==> src/hdl/ltc2195_pkg.sv <==
// Shared definitions for the LTC2195 control path
// Host commands are 16-bit address/data pairs, the upper address byte selects the target
// SPI frames are write-only, the read flag is always zero
// Phase values are fine phase-shift steps of the external clock manager
// The SPI timing is in clk_in cycles, so sck follows the clk_in frequency
`default_nettype none

package ltc2195_pkg;

	////////////////////////////////////////////////////////////
	// Host command interface

	typedef logic [15:0] cmd_addr_t;	// Host command address
	typedef logic [15:0] cmd_data_t;	// Host command data

	localparam logic [7:0] CMD_PREFIX_SPI_SET = 8'h31;	// Write one ADC register
	localparam logic [7:0] CMD_PREFIX_PHASE   = 8'h32;	// New encode phase target

	////////////////////////////////////////////////////////////
	// ADC register access

	typedef logic [6:0] reg_addr_t;
	typedef logic [7:0] reg_data_t;

	// Frame as shifted out, MSB first
	typedef struct packed {
		logic      rd_flag;	// Zero for a write
		reg_addr_t reg_addr;
		reg_data_t reg_data;
	} spi_frame_t;

	localparam int SPI_HALF_PERIOD = 5;	// clk_in cycles per sck half period
	localparam int SPI_FRAME_BITS  = 16;

	// Power-up configuration
	localparam int POWERUP_WAIT = 255;	// Cycles before the first frame
	localparam int INIT_COUNT   = 3;

	localparam spi_frame_t INIT_FRAMES [INIT_COUNT] = '{
		'{rd_flag: 1'b0, reg_addr: 7'h00, reg_data: 8'h80},	// Software reset
		'{rd_flag: 1'b0, reg_addr: 7'h01, reg_data: 8'h20},	// Two's complement output
		'{rd_flag: 1'b0, reg_addr: 7'h02, reg_data: 8'h00}	// Two-lane output mode
	};

	////////////////////////////////////////////////////////////
	// Encode clock phase

	typedef logic [8:0] phase_t;	// Position or target in fine steps

	localparam phase_t PHASE_RESET_VALUE  = 9'd256;	// Position after reset
	localparam phase_t PHASE_RESET_TARGET = 9'd380;	// 256 + 124 steps

	////////////////////////////////////////////////////////////
	// State machines

	typedef enum logic [2:0] {
		WAIT,	// Power-up delay
		LOAD,	// Fetch next init frame
		START,	// Launch when the master is free
		BUSY,	// Frame on the wire
		IDLE	// Accept user writes
	} cfg_state_t;

	typedef enum logic [2:0] {
		DECIDE,		// Compare position with target
		ARM,		// Enable pulse on the wire
		PULSE,		// Phase clock high
		WAIT_DONE,	// Toggle phase clock until done
		COUNT		// Step taken
	} phase_state_t;

endpackage

`default_nettype wire

==> src/hdl/ltc2195_cmd_decode.sv <==
// Host command decoder for the LTC2195 controller
// Strobes come one cycle after cmd_trig, with their payload in the same cycle
// Payload only changes on a command with a known prefix
// Unknown prefixes are dropped silently
`timescale 1ns/1ps
`default_nettype none

module ltc2195_cmd_decode (
	input  wire                     clk_in,
	input  wire                     rst_in,
	input  wire                     cmd_trig,
	input  ltc2195_pkg::cmd_addr_t  cmd_addr,
	input  ltc2195_pkg::cmd_data_t  cmd_data,
	output logic                    spi_set,	// One-cycle register write request
	output ltc2195_pkg::spi_frame_t user_frame,
	output logic                    phase_set,	// One-cycle new target
	output ltc2195_pkg::phase_t     phase_target
);

	logic hit_spi;
	logic hit_phase;

	// Prefix match on the upper address byte
	assign hit_spi   = cmd_trig && (cmd_addr[15:8] == ltc2195_pkg::CMD_PREFIX_SPI_SET);
	assign hit_phase = cmd_trig && (cmd_addr[15:8] == ltc2195_pkg::CMD_PREFIX_PHASE);

	// Strobes
	always_ff @(posedge clk_in or posedge rst_in) begin
		if (rst_in) begin
			spi_set   <= 1'b0;
			phase_set <= 1'b0;
		end else begin
			spi_set   <= hit_spi;
			phase_set <= hit_phase;
		end
	end

	// Payload, valid with its strobe
	always_ff @(posedge clk_in) begin
		if (hit_spi) begin
			user_frame.rd_flag  <= 1'b0;	// Writes only
			user_frame.reg_addr <= cmd_addr[6:0];	// Register from address low byte
			user_frame.reg_data <= cmd_data[7:0];
		end
		if (hit_phase)
			phase_target <= cmd_data[8:0];	// Nine low data bits
	end

endmodule

`default_nettype wire

==> src/hdl/ltc2195_config_seq.sv <==
// ADC configuration sequencer
// After reset it waits POWERUP_WAIT cycles, then writes the INIT_FRAMES table in order
// Once the table is done it forwards user register writes, one frame each
// A user write that arrives before IDLE, or while a frame is running, is lost
// spi_start is only raised while spi_ready is high
`timescale 1ns/1ps
`default_nettype none

module ltc2195_config_seq (
	input  wire                     clk_in,
	input  wire                     rst_in,
	input  wire                     spi_set,	// User write strobe
	input  ltc2195_pkg::spi_frame_t user_frame,
	input  wire                     spi_ready,	// Master idle
	output logic                    spi_start,	// One-cycle launch
	output ltc2195_pkg::spi_frame_t spi_frame
);

	ltc2195_pkg::cfg_state_t state;

	logic [7:0] wait_cnt;	// Power-up delay
	logic [1:0] init_idx;	// Table entry, INIT_COUNT once the table is done
	logic       more_init;	// Another table entry follows
	logic       frame_end;	// Master back to idle after our frame

	assign more_init = init_idx < 2'(ltc2195_pkg::INIT_COUNT - 1);

	// Ready is still high in the start cycle, it falls one cycle later
	assign frame_end = spi_ready && !spi_start;

	////////////////////////////////////////////////////////////
	// Sequencer

	always_ff @(posedge clk_in or posedge rst_in) begin
		if (rst_in) begin
			state     <= ltc2195_pkg::WAIT;
			wait_cnt  <= '0;
			init_idx  <= '0;
			spi_start <= 1'b0;
		end else begin
			case (state)
				ltc2195_pkg::WAIT: begin
					wait_cnt <= wait_cnt + 8'd1;
					if (wait_cnt == 8'(ltc2195_pkg::POWERUP_WAIT - 1))
						state <= ltc2195_pkg::LOAD;
				end

				ltc2195_pkg::LOAD:
					state <= ltc2195_pkg::START;	// Frame register loads below

				ltc2195_pkg::START: begin
					if (spi_ready) begin
						spi_start <= 1'b1;
						state     <= ltc2195_pkg::BUSY;
					end
				end

				ltc2195_pkg::BUSY: begin
					spi_start <= 1'b0;	// Single pulse
					if (frame_end) begin
						if (more_init) begin
							init_idx <= init_idx + 2'd1;
							state    <= ltc2195_pkg::LOAD;
						end else begin
							init_idx <= 2'(ltc2195_pkg::INIT_COUNT);	// Table done
							state    <= ltc2195_pkg::IDLE;
						end
					end
				end

				ltc2195_pkg::IDLE: begin
					if (spi_set)
						state <= ltc2195_pkg::START;	// Frame loaded below
				end

				default:
					state <= ltc2195_pkg::IDLE;
			endcase
		end
	end

	////////////////////////////////////////////////////////////
	// Outgoing frame

	// Held from load until the master has captured it
	always_ff @(posedge clk_in) begin
		if (state == ltc2195_pkg::LOAD)
			spi_frame <= ltc2195_pkg::INIT_FRAMES[init_idx];
		else if ((state == ltc2195_pkg::IDLE) && spi_set)
			spi_frame <= user_frame;	// Read flag already zero
	end

endmodule

`default_nettype wire

==> src/hdl/spi_master.sv <==
// SPI master, mode 0, MSB first, SPI_FRAME_BITS bits per frame
// sck runs at clk_in / (2 * SPI_HALF_PERIOD)
// Select falls one cycle after spi_start and rises half a period after the last sck fall
// spi_ready returns one cycle after select rises
// Write only, there is no receive path
`timescale 1ns/1ps
`default_nettype none

module spi_master (
	input  wire                     clk_in,
	input  wire                     rst_in,
	input  wire                     spi_start,	// Captures spi_frame when ready
	input  ltc2195_pkg::spi_frame_t spi_frame,
	output logic                    spi_ready,	// High when idle
	output logic                    spi_scs,	// Active low select
	output logic                    spi_sck,
	output logic                    spi_sdo
);

	logic [$clog2(ltc2195_pkg::SPI_HALF_PERIOD)-1:0] div_cnt;	// Half-period divider
	logic [$clog2(ltc2195_pkg::SPI_FRAME_BITS)-1:0]  bit_cnt;	// Bits sent
	logic [ltc2195_pkg::SPI_FRAME_BITS-1:0]          shreg;

	logic shifting;	// sck running
	logic tail;	// Hold select low after the last bit
	logic half_end;
	logic last_bit;
	logic launch;

	assign half_end = div_cnt == $bits(div_cnt)'(ltc2195_pkg::SPI_HALF_PERIOD - 1);
	assign last_bit = bit_cnt == $bits(bit_cnt)'(ltc2195_pkg::SPI_FRAME_BITS - 1);
	assign launch   = spi_ready && spi_start;

	assign spi_sdo = shreg[ltc2195_pkg::SPI_FRAME_BITS-1];	// MSB first

	////////////////////////////////////////////////////////////
	// Frame timing

	always_ff @(posedge clk_in or posedge rst_in) begin
		if (rst_in) begin
			spi_ready <= 1'b1;
			spi_scs   <= 1'b1;
			spi_sck   <= 1'b0;
			shifting  <= 1'b0;
			tail      <= 1'b0;
			div_cnt   <= '0;
			bit_cnt   <= '0;
		end else if (spi_ready) begin
			if (spi_start) begin
				spi_ready <= 1'b0;
				spi_scs   <= 1'b0;	// First bit already on sdo
				shifting  <= 1'b1;
				div_cnt   <= '0;
				bit_cnt   <= '0;
			end
		end else if (shifting) begin
			if (half_end) begin
				div_cnt <= '0;
				spi_sck <= ~spi_sck;
				if (spi_sck) begin	// Falling edge
					if (last_bit) begin
						shifting <= 1'b0;
						tail     <= 1'b1;
					end else begin
						bit_cnt <= bit_cnt + 1'b1;
					end
				end
			end else begin
				div_cnt <= div_cnt + 1'b1;
			end
		end else if (tail) begin
			if (half_end) begin
				tail    <= 1'b0;
				spi_scs <= 1'b1;	// End of frame
				div_cnt <= '0;
			end else begin
				div_cnt <= div_cnt + 1'b1;
			end
		end else begin
			spi_ready <= 1'b1;	// One cycle after select rises
		end
	end

	////////////////////////////////////////////////////////////
	// Data path

	// sdo moves only on a falling sck, so it is stable while sck is high
	always_ff @(posedge clk_in) begin
		if (launch)
			shreg <= spi_frame;
		else if (shifting && half_end && spi_sck && !last_bit)
			shreg <= {shreg[ltc2195_pkg::SPI_FRAME_BITS-2:0], 1'b0};
	end

endmodule

`default_nettype wire

==> src/hdl/phase_step_ctrl.sv <==
// Fine phase-shift stepper for an external clock manager
// Steps the position one at a time toward the target, up or down
// A step starts only while ps_locked is high, then waits for ps_done however long it takes
// ps_value follows the manager and changes in the cycle after ps_done
// A new target is taken at any time, a step in progress still finishes
`timescale 1ns/1ps
`default_nettype none

module phase_step_ctrl (
	input  wire                 clk_in,
	input  wire                 rst_in,
	input  wire                 phase_set,	// Target update strobe
	input  ltc2195_pkg::phase_t phase_target,
	input  wire                 ps_done,	// Step finished
	input  wire                 ps_locked,
	output logic                ps_clk,
	output logic                ps_en,
	output logic                ps_incdec,	// 1 for up, 0 for down
	output ltc2195_pkg::phase_t ps_value	// Current position
);

	ltc2195_pkg::phase_state_t state;
	ltc2195_pkg::phase_t       target;

	logic step_up;
	logic need_step;

	assign step_up   = target > ps_value;
	assign need_step = target != ps_value;

	////////////////////////////////////////////////////////////
	// Target

	always_ff @(posedge clk_in or posedge rst_in) begin
		if (rst_in)
			target <= ltc2195_pkg::PHASE_RESET_TARGET;
		else if (phase_set)
			target <= phase_target;
	end

	////////////////////////////////////////////////////////////
	// Step machine

	always_ff @(posedge clk_in or posedge rst_in) begin
		if (rst_in) begin
			state     <= ltc2195_pkg::DECIDE;
			ps_value  <= ltc2195_pkg::PHASE_RESET_VALUE;
			ps_clk    <= 1'b0;
			ps_en     <= 1'b0;
			ps_incdec <= 1'b0;
		end else begin
			case (state)
				ltc2195_pkg::DECIDE: begin
					// No step without lock
					if (ps_locked && need_step) begin
						ps_en     <= 1'b1;
						ps_incdec <= step_up;	// Kept for the count
						state     <= ltc2195_pkg::ARM;
					end
				end

				ltc2195_pkg::ARM: begin
					ps_en  <= 1'b0;	// Enable lasts one cycle
					ps_clk <= 1'b1;
					state  <= ltc2195_pkg::PULSE;
				end

				ltc2195_pkg::PULSE: begin
					ps_clk <= 1'b0;
					state  <= ltc2195_pkg::WAIT_DONE;
				end

				ltc2195_pkg::WAIT_DONE: begin
					if (ps_done) begin
						// Position follows the manager
						if (ps_incdec)
							ps_value <= ps_value + 9'd1;
						else
							ps_value <= ps_value - 9'd1;
						state <= ltc2195_pkg::COUNT;
					end else begin
						ps_clk <= ~ps_clk;	// Keep the phase clock running
					end
				end

				ltc2195_pkg::COUNT: begin
					ps_clk <= 1'b0;	// Park low before the next decision
					state  <= ltc2195_pkg::DECIDE;
				end

				default:
					state <= ltc2195_pkg::DECIDE;
			endcase
		end
	end

endmodule

`default_nettype wire

==> src/hdl/ltc2195_ctrl.sv <==
// LTC2195 ADC control path, top level
// Host commands 0x31xx write an ADC register, 0x32xx set the encode phase target
// The clock manager sits outside, its phase-shift pins are top-level ports
// spi_sdi is kept for pin compatibility only, nothing is read back
// No sample path, the deserialiser side is not part of this block
`timescale 1ns/1ps
`default_nettype none

module ltc2195_ctrl (
	input  wire                    clk_in,
	input  wire                    rst_in,
	// Host command port
	input  wire                    cmd_trig,
	input  ltc2195_pkg::cmd_addr_t cmd_addr,
	input  ltc2195_pkg::cmd_data_t cmd_data,
	// ADC SPI
	output wire                    spi_scs,
	output wire                    spi_sck,
	output wire                    spi_sdo,
	input  wire                    spi_sdi,
	// Clock manager phase shift
	output wire                    ps_clk,
	output wire                    ps_en,
	output wire                    ps_incdec,
	input  wire                    ps_done,
	input  wire                    ps_locked,
	output ltc2195_pkg::phase_t    ps_value
);

	logic                    spi_set;
	logic                    phase_set;
	logic                    spi_start;
	logic                    spi_ready;
	ltc2195_pkg::spi_frame_t user_frame;
	ltc2195_pkg::spi_frame_t spi_frame;
	ltc2195_pkg::phase_t     phase_target;

	////////////////////////////////////////////////////////////
	// Decode, execute and SPI output

	ltc2195_cmd_decode u_decode (
		.clk_in(clk_in), .rst_in(rst_in),
		.cmd_trig(cmd_trig), .cmd_addr(cmd_addr), .cmd_data(cmd_data),
		.spi_set(spi_set), .user_frame(user_frame),
		.phase_set(phase_set), .phase_target(phase_target)
	);

	ltc2195_config_seq u_cfg (
		.clk_in(clk_in), .rst_in(rst_in),
		.spi_set(spi_set), .user_frame(user_frame), .spi_ready(spi_ready),
		.spi_start(spi_start), .spi_frame(spi_frame)
	);

	spi_master u_spi (
		.clk_in(clk_in), .rst_in(rst_in),
		.spi_start(spi_start), .spi_frame(spi_frame), .spi_ready(spi_ready),
		.spi_scs(spi_scs), .spi_sck(spi_sck), .spi_sdo(spi_sdo)
	);

	phase_step_ctrl u_phase (
		.clk_in(clk_in), .rst_in(rst_in),
		.phase_set(phase_set), .phase_target(phase_target),
		.ps_done(ps_done), .ps_locked(ps_locked),
		.ps_clk(ps_clk), .ps_en(ps_en), .ps_incdec(ps_incdec), .ps_value(ps_value)
	);

endmodule

`default_nettype wire

==> config.mk <==
export PLATFORM = sky130hd
export DESIGN_NAME = ltc2195_ctrl
export DESIGN_NICKNAME = d
export VERILOG_FILES = /design/src/hdl/ltc2195_pkg.sv /design/src/hdl/ltc2195_cmd_decode.sv /design/src/hdl/ltc2195_config_seq.sv /design/src/hdl/spi_master.sv /design/src/hdl/phase_step_ctrl.sv /design/src/hdl/ltc2195_ctrl.sv
export SDC_FILE = /design/constraint.sdc
export NUM_CORES = 1
export LEC_CHECK = 0
export ABC_AREA = 1
export BUFFER_PORTS_ARGS = -buffer_cell sky130_fd_sc_hd__buf_2
export CAP_MARGIN = 20
export CORE_UTILIZATION = 42
export CTS_CLUSTER_SIZE = 24
export DETAILED_ROUTE_END_ITERATION = 10
export PLACE_DENSITY = 0.62
export SETUP_SLACK_MARGIN = 0.2
export SLEW_MARGIN = 30
export SYNTH_ARGS = -nofsm -noshare
export SYNTH_HDL_FRONTEND = slang
export SYNTH_SLANG_ARGS = --single-unit
export TNS_END_PERCENT = 100
==> constraint.sdc <==
create_clock -name clk_in -period 3.4 [get_ports clk_in]
set_input_delay 0.51 -clock clk_in [delete_from_list [all_inputs] [get_ports clk_in]]
set_output_delay 0.51 -clock clk_in [all_outputs]
set_load 0.02 [all_outputs]
[Yosys cells after proc, flatten, opt, wreduce, memory -nomap -nowiden]
Index checks and enable logic that the tools add are counted.
Storage, ports and cells
  logic and storage cells: 159
  input bits: 38
  register bits after elaboration: 108
  output and inout port bits: 15
Cells by class
  bitwise operators: 4
  multiplexer cells: 56
  eq/ne operators: 27
  magnitude comparators: 3
  $add $sub $neg: 6
  reductions and logical operators: 37
Operator list (number)
  $mux W16: 6
  $mux W3: 12
  $bmux W16 S2: 1
  $mux W1: 24
  $mux W4: 6
  $eq A8 B6 Y1 const B: 2
  $reduce_and A2 Y1: 8
  $reduce_bool A2 Y1: 8
  $pmux W3 S5: 1
  $ne A2 B1 Y1 const B: 7
  $eq A3 B2 Y1 const B: 4
  $ne A2 B2 Y1 const B: 6
  $pmux W3 S4: 1
  $reduce_and A4 Y1: 3
  $add A9 B1 Y9 const B: 1
  $eq A3 B3 Y1 const B: 3
  $gt A9 B9 Y1: 1
  $logic_and A1 B1 Y1: 9
  $mux W9: 1
  $ne A9 B9 Y1: 1
  $sub A9 B1 Y9 const B: 1
  $add A8 B1 Y8 const B: 1
  $eq A8 B8 Y1 const B: 1
  $eq A3 B1 Y1 const B: 2
  17 further kinds: 23

[Longest topological paths before layout]
  word-level depth: 6
  depth in mapped cells: 11
  gate-level depth less buffers: 11

[By module]
From an unflattened synthesis, not the netlist that was laid out.
Unflattened totals
  cell total of the unflattened synthesis: 507
  area total of the unflattened synthesis: 5217.5 µm²
By module, submodules not included
  phase_step_ctrl: cells an instance 194, seq. area each 609.3 µm², instances 1, area each 1615.3 µm²
  ltc2195_config_seq: cells an instance 153, seq. area each 830.8 µm², instances 1, area each 1437.6 µm²
  spi_master: cells an instance 120, seq. area each 783.3 µm², instances 1, area each 1332.5 µm²
  ltc2195_cmd_decode: cells an instance 40, seq. area each 770.7 µm², instances 1, area each 832.0 µm²

[Worst setup path after synthesis]
No wires, ideal clock.
  kind: register -> register
  from: register u_cfg.state[0]
  to: register, netlist name u_cfg.spi_frame[0]
  cell stages (with the launch flop): 4
  clock period less this slack: 2.170 ns
  library setup time: 0.408 ns
  required time: 2.992 ns
  data arrival time: 1.762 ns
  slack: 1.230 ns
  path buffers: 0
  path through: dfrtp_1 > nor2_1 > nand2_1 > o21ai_0
On the way
  cells in the longest elaborated chain, start to end: 3
  elaborated cells on any way between the ends: 4
  those cells by class: 2 x eq/ne; 2 x reduce/logical
RTL lines
  start: declaration: line ltc2195_config_seq.sv:19  | ltc2195_pkg::cfg_state_t state;
  start signal: assignment: line ltc2195_config_seq.sv:36  | state <= ltc2195_pkg::WAIT;
  start signal: assignment: line ltc2195_config_seq.sv:45  | state <= ltc2195_pkg::LOAD;
  start signal: assignment: line ltc2195_config_seq.sv:49  | state <= ltc2195_pkg::START;
  $eq A3 B3 Y1: line ltc2195_config_seq.sv:89  | else if ((state == ltc2195_pkg::IDLE) && spi_set)
  $logic_and A1 B1 Y1: line ltc2195_config_seq.sv:89
  $reduce_bool A2 Y1 (no source line) (*)
Every way passes the cells marked *; elsewhere a longest branch is shown, timed or not.
A chain may end at the register's enable or synchronous reset.

[Final worst setup path]
  from: register u_spi.spi_ready
  to: register u_spi.shreg[8] (netlist bit) (enable)
On the way
  cells in the longest elaborated chain, start to end: 2
RTL lines
  start: declaration: line spi_master.sv:14  | output logic spi_ready,
  start signal: assignment: line spi_master.sv:41  | spi_ready <= 1'b1;
  start signal: assignment: line spi_master.sv:50  | spi_ready <= 1'b0;
  start signal: assignment: line spi_master.sv:80  | spi_ready <= 1'b1;
  $logic_and A1 B1 Y1: line spi_master.sv:32  | assign launch = spi_ready && spi_start;
  $reduce_bool A2 Y1 (no source line)
  end signal: assignment: line spi_master.sv:90  | shreg <= spi_frame;
  end signal: assignment: line spi_master.sv:92  | shreg <= {shreg[ltc2195_pkg::SPI_FRAME_BITS-2:0], 1'b0};
  end: declaration: line spi_master.sv:22  | logic [ltc2195_pkg::SPI_FRAME_BITS-1:0] shreg;
Every way passes these cells.

==> summary.txt <==
Power Density - 676 nW/um2
Antenna Cells - 0
Worst Setup Start Kind - flop
Power Internal - 2.59 mW
Critical Path Most Common Cell - sky130_fd_sc_hd__nand2_1
Part of the Yosys area used for sequential elements - 59.8%
Required time worst endpoint - 3370 ps
Area contributors post-synth - sky130_fd_sc_hd__edfxtp_1 33%, sky130_fd_sc_hd__dfrtp_1 22%, sky130_fd_sc_hd__nand2_1 11%
Worst Path Max Fanout - 22
Combinational share of power - 28.4%
Post-cts sizing count - 0
First-pass iteration count of the detailed router - 4
Critical path endpoint category - flop
TritonCTS clock tree - built
Inserted Clock Buffers - 9
Routed Wire Length - 8.70 mm
Net Sw Power - 1.25 mW
Via-per-instance ratio - 4.90
Remaining DRCs - 0
Sequential power share - 40.5%
Leakage Power - 2.64 nW
Biggest cell delay along the critical path - 760 ps
Final number of max-transition violations - 0
Post-CTS Hold Buffers - 0
Synthesized netlist net count - 552
Kind of critical path - flop to flop
Outcome - finished clean
RePlAce Congestion - 0.757
Setup ws final - 1200 ps
Floorplan row count - 39
Final worst clock skew - 7.55 ps
Count of buffers from port buffering - 43
Total Neg Setup Slack - 0 ps
Number of setup buffers added after CTS - 0
Clock edge transition at the registers on the reported setup and hold paths - 70 ps
Top cell type's share of synthesized area - 33.3%
Avg WL per Cell - 12.6 um
Part of the total power dissipated in the clock network - 31.1%
Routed Antenna Nets - 0
Switching share of power - 32.6%
CP Data Arrival Time - 2170 ps
Vias in the first global route - 3422
Effective utilization at floorplan - 43.3%
Shortest period the worst path allows - 2200 ps
CORE AREA - 11500 um2
Number of antenna violations at the first check in global routing - 0
Horiz. Die Dim - 111 um
Worst Hold Class - input port to asynchronous set/reset pin
Proportion of layout cells with a drive suffix above 1 - 17.6%
DP HPWL - 6.15 mm
Maximum number of pins on one net before global-route repair - 37
Number of library cell types mapped by synthesis - 37
Max transition margin - 38.6%
R2R depth - 2
Dominant cell type by area after synthesis - sky130_fd_sc_hd__edfxtp_1
Tot GR Track Use - 16.0%
Dpl ws - 1160 ps
Peak VDD IR - 0.000394 V
Cell Chain, Critical Path - nand2_1 > nand2_1
Share of the cycle needed by the critical path after routing - 64.7%
Post-synthesis register bit count - 107
Final setup vio count - 0
Clock Root Buffer - sky130_fd_sc_hd__clkbuf_16
Total number of yosys warnings - 0
Library cell contributing the largest single delay on the critical path - sky130_fd_sc_hd__nand2_1
Final-report hold violation count - 0
Final-stage net count - 602
Total congestion overflow - 0
Layout Area Growth over Synthesis - 14.5%
Insertion delay to the later sink of the worst-skew pair - 340 ps
Max Freq - 0.455 GHz
Boundary Pins - 53
Area of the mapped netlist - 4960 um2
DR vias - 3381
Cells after synthesis - 492
Iteration-0 DRC Markers - 115
Slew at the pin closest to its max-slew limit - 918 ps
Reg2reg setup slack - 1200 ps
Max-cap check violation count - 0
Maximum level of the CTS H-tree - 3
Unrepaired setup endpoints after global routing - no
Post-synthesis average cell area - 10.1 um2
Largest buffer count on any clock path - 2
Die area - 12200 um2
Wire length of the first global-routing pass - 15.6 mm
Vertical extent of the die - 111 um
Number of clock sinks seen by CTS - 107
-- power groups by stage --
stage               Combinational, mW  Clock, mW  Sequential (mW)
finish                           1.09       1.19             1.56
global route                     1.28       1.28             1.57
CTS                              1.10       1.23             1.56
detailed placement               1.09          0             1.58
global placement                 1.04          0             1.58
floorplan                       0.756          0             1.65
-- path summary, 6_finish.rpt --
check	start	end
hold reg to reg	u_decode.phase_target[0]	u_phase.target[0]
hold / removal	rst_in	u_phase.ps_clk
max in group asynchronous	rst_in	u_phase.target[4]
min in group clk_in	cmd_addr[6]	u_decode.user_frame[14]
setup / recovery	u_spi.spi_ready	u_spi.shreg[8]
setup reg to reg	u_spi.spi_ready	u_spi.shreg[8]
-- cell type report --
type / instances / area [um2]
Clock inverter: 7 / 123
Timing Repair Buffer: 46 / 238
Inverter: 70 / 264
Sequential cell: 107 / 2960
Fill cell: 1037 / 5790
Clock buffer: 9 / 225
Tap cell: 143 / 179
Multi-Input combinational cell: 308 / 1690
-- Yosys cell counts --
cell type / instances
sky130_fd_sc_hd__nor3_2: 2
sky130_fd_sc_hd__buf_8: 1
sky130_fd_sc_hd__edfxtp_1: 55
sky130_fd_sc_hd__o22ai_1: 3
sky130_fd_sc_hd__mux2_2: 8
sky130_fd_sc_hd__nand2_1: 139
sky130_fd_sc_hd__ha_1: 21
sky130_fd_sc_hd__nor3_1: 4
sky130_fd_sc_hd__dfstp_2: 9
sky130_fd_sc_hd__fa_1: 1
sky130_fd_sc_hd__o21bai_1: 1
sky130_fd_sc_hd__nor2_1: 32
sky130_fd_sc_hd__xor2_1: 9
sky130_fd_sc_hd__xnor2_1: 3
sky130_fd_sc_hd__mux2i_1: 1
sky130_fd_sc_hd__a21oi_1: 11
sky130_fd_sc_hd__clkbuf_1: 1
sky130_fd_sc_hd__nor2_4: 2
sky130_fd_sc_hd__nand2_2: 4
sky130_fd_sc_hd__or2_2: 1
sky130_fd_sc_hd__inv_1: 68
sky130_fd_sc_hd__nand3b_1: 3
sky130_fd_sc_hd__buf_2: 5
sky130_fd_sc_hd__inv_2: 1
sky130_fd_sc_hd__and2_1: 1
sky130_fd_sc_hd__nand3_4: 1
sky130_fd_sc_hd__o21a_1: 1
sky130_fd_sc_hd__o21ai_0: 15
sky130_fd_sc_hd__nand3_1: 29
sky130_fd_sc_hd__nor2_2: 4
sky130_fd_sc_hd__o31ai_1: 2
sky130_fd_sc_hd__o22a_1: 1
sky130_fd_sc_hd__a21o_1: 1
sky130_fd_sc_hd__nand4_1: 7
sky130_fd_sc_hd__clkinv_2: 1
sky130_fd_sc_hd__a22o_1: 1
sky130_fd_sc_hd__dfrtp_1: 43
-- kinds of logic after synthesis --
logic type | Yosys count | synth area share (%)
muxes | 9 | 2.02
DFF | 107 | 59.8
and+or+nand+nor | 229 | 20.1
AOI/OAI and AO/OA | 36 | 4.11
adders and majority gates | 22 | 5.70
xor gates and xnor gates | 12 | 2.12
buffers and inverters | 77 | 6.21
-- worst max-delay path: cells and delay by family (launching register included) --
family           cells  cell delay, ps
AND/OR/NAND/NOR      2            1210
flip-flops           1             610
-- registers in the layout, indices dropped and copies added (netlist names), 2 cells and up --
name / count
u_spi.shreg: 16
u_cfg.spi_frame: 15
u_decode.user_frame: 15
u_decode.phase_target: 9
u_phase.ps_value: 9
u_phase.target: 9
u_cfg.wait_cnt: 8
u_spi.bit_cnt: 4
u_cfg.state: 3
u_phase.state: 3
u_spi.div_cnt: 3
u_cfg.init_idx: 2
-- cell usage in the layout, fill, tap and decap left out, types with 4 or more instances in the layout --
cell type                   instances
sky130_fd_sc_hd__edfxtp_1          55
sky130_fd_sc_hd__ha_1              21
sky130_fd_sc_hd__mux2_2             8
sky130_fd_sc_hd__nor2_2             4
sky130_fd_sc_hd__xor2_1             9
sky130_fd_sc_hd__a21oi_1           11
sky130_fd_sc_hd__nand4_1            7
sky130_fd_sc_hd__nand3_1           29
sky130_fd_sc_hd__nor2_1            32
sky130_fd_sc_hd__nand2_1          139
sky130_fd_sc_hd__dfstp_2            9
sky130_fd_sc_hd__buf_2             43
sky130_fd_sc_hd__inv_1             67
sky130_fd_sc_hd__dfrtp_1           43
sky130_fd_sc_hd__clkbuf_16          9
sky130_fd_sc_hd__nor3_1             4
sky130_fd_sc_hd__nand2_2            4
sky130_fd_sc_hd__o21ai_0           14
-- metrics by stage --
stage	power (mW)	utilization [%]	std cells	cell area, um2	hold slack (ps)
2_1_floorplan	2.40	-	492	4960	430
3_3_place_gp	2.62	46.5	674	5330	447
3_5_place_dp	2.67	46.5	674	5330	461
4_1_cts	3.88	49.5	690	5680	151
5_1_grt	4.13	49.5	690	5680	169
6_report	3.84	49.5	690	5680	145
-- metal layers --
metal / vias up / part of all wire, % / GRT usage (%)
li1: 1699 / - / -
met1: 1618 / 48 / 20.9
met2: 54 / 48 / 26.2
met3: 10 / 2.9 / 3.34
met4: 0 / 1.5 / 5.96
met5: - / 0 / 0
Note: power is estimated with default switching activity, not from simulation.
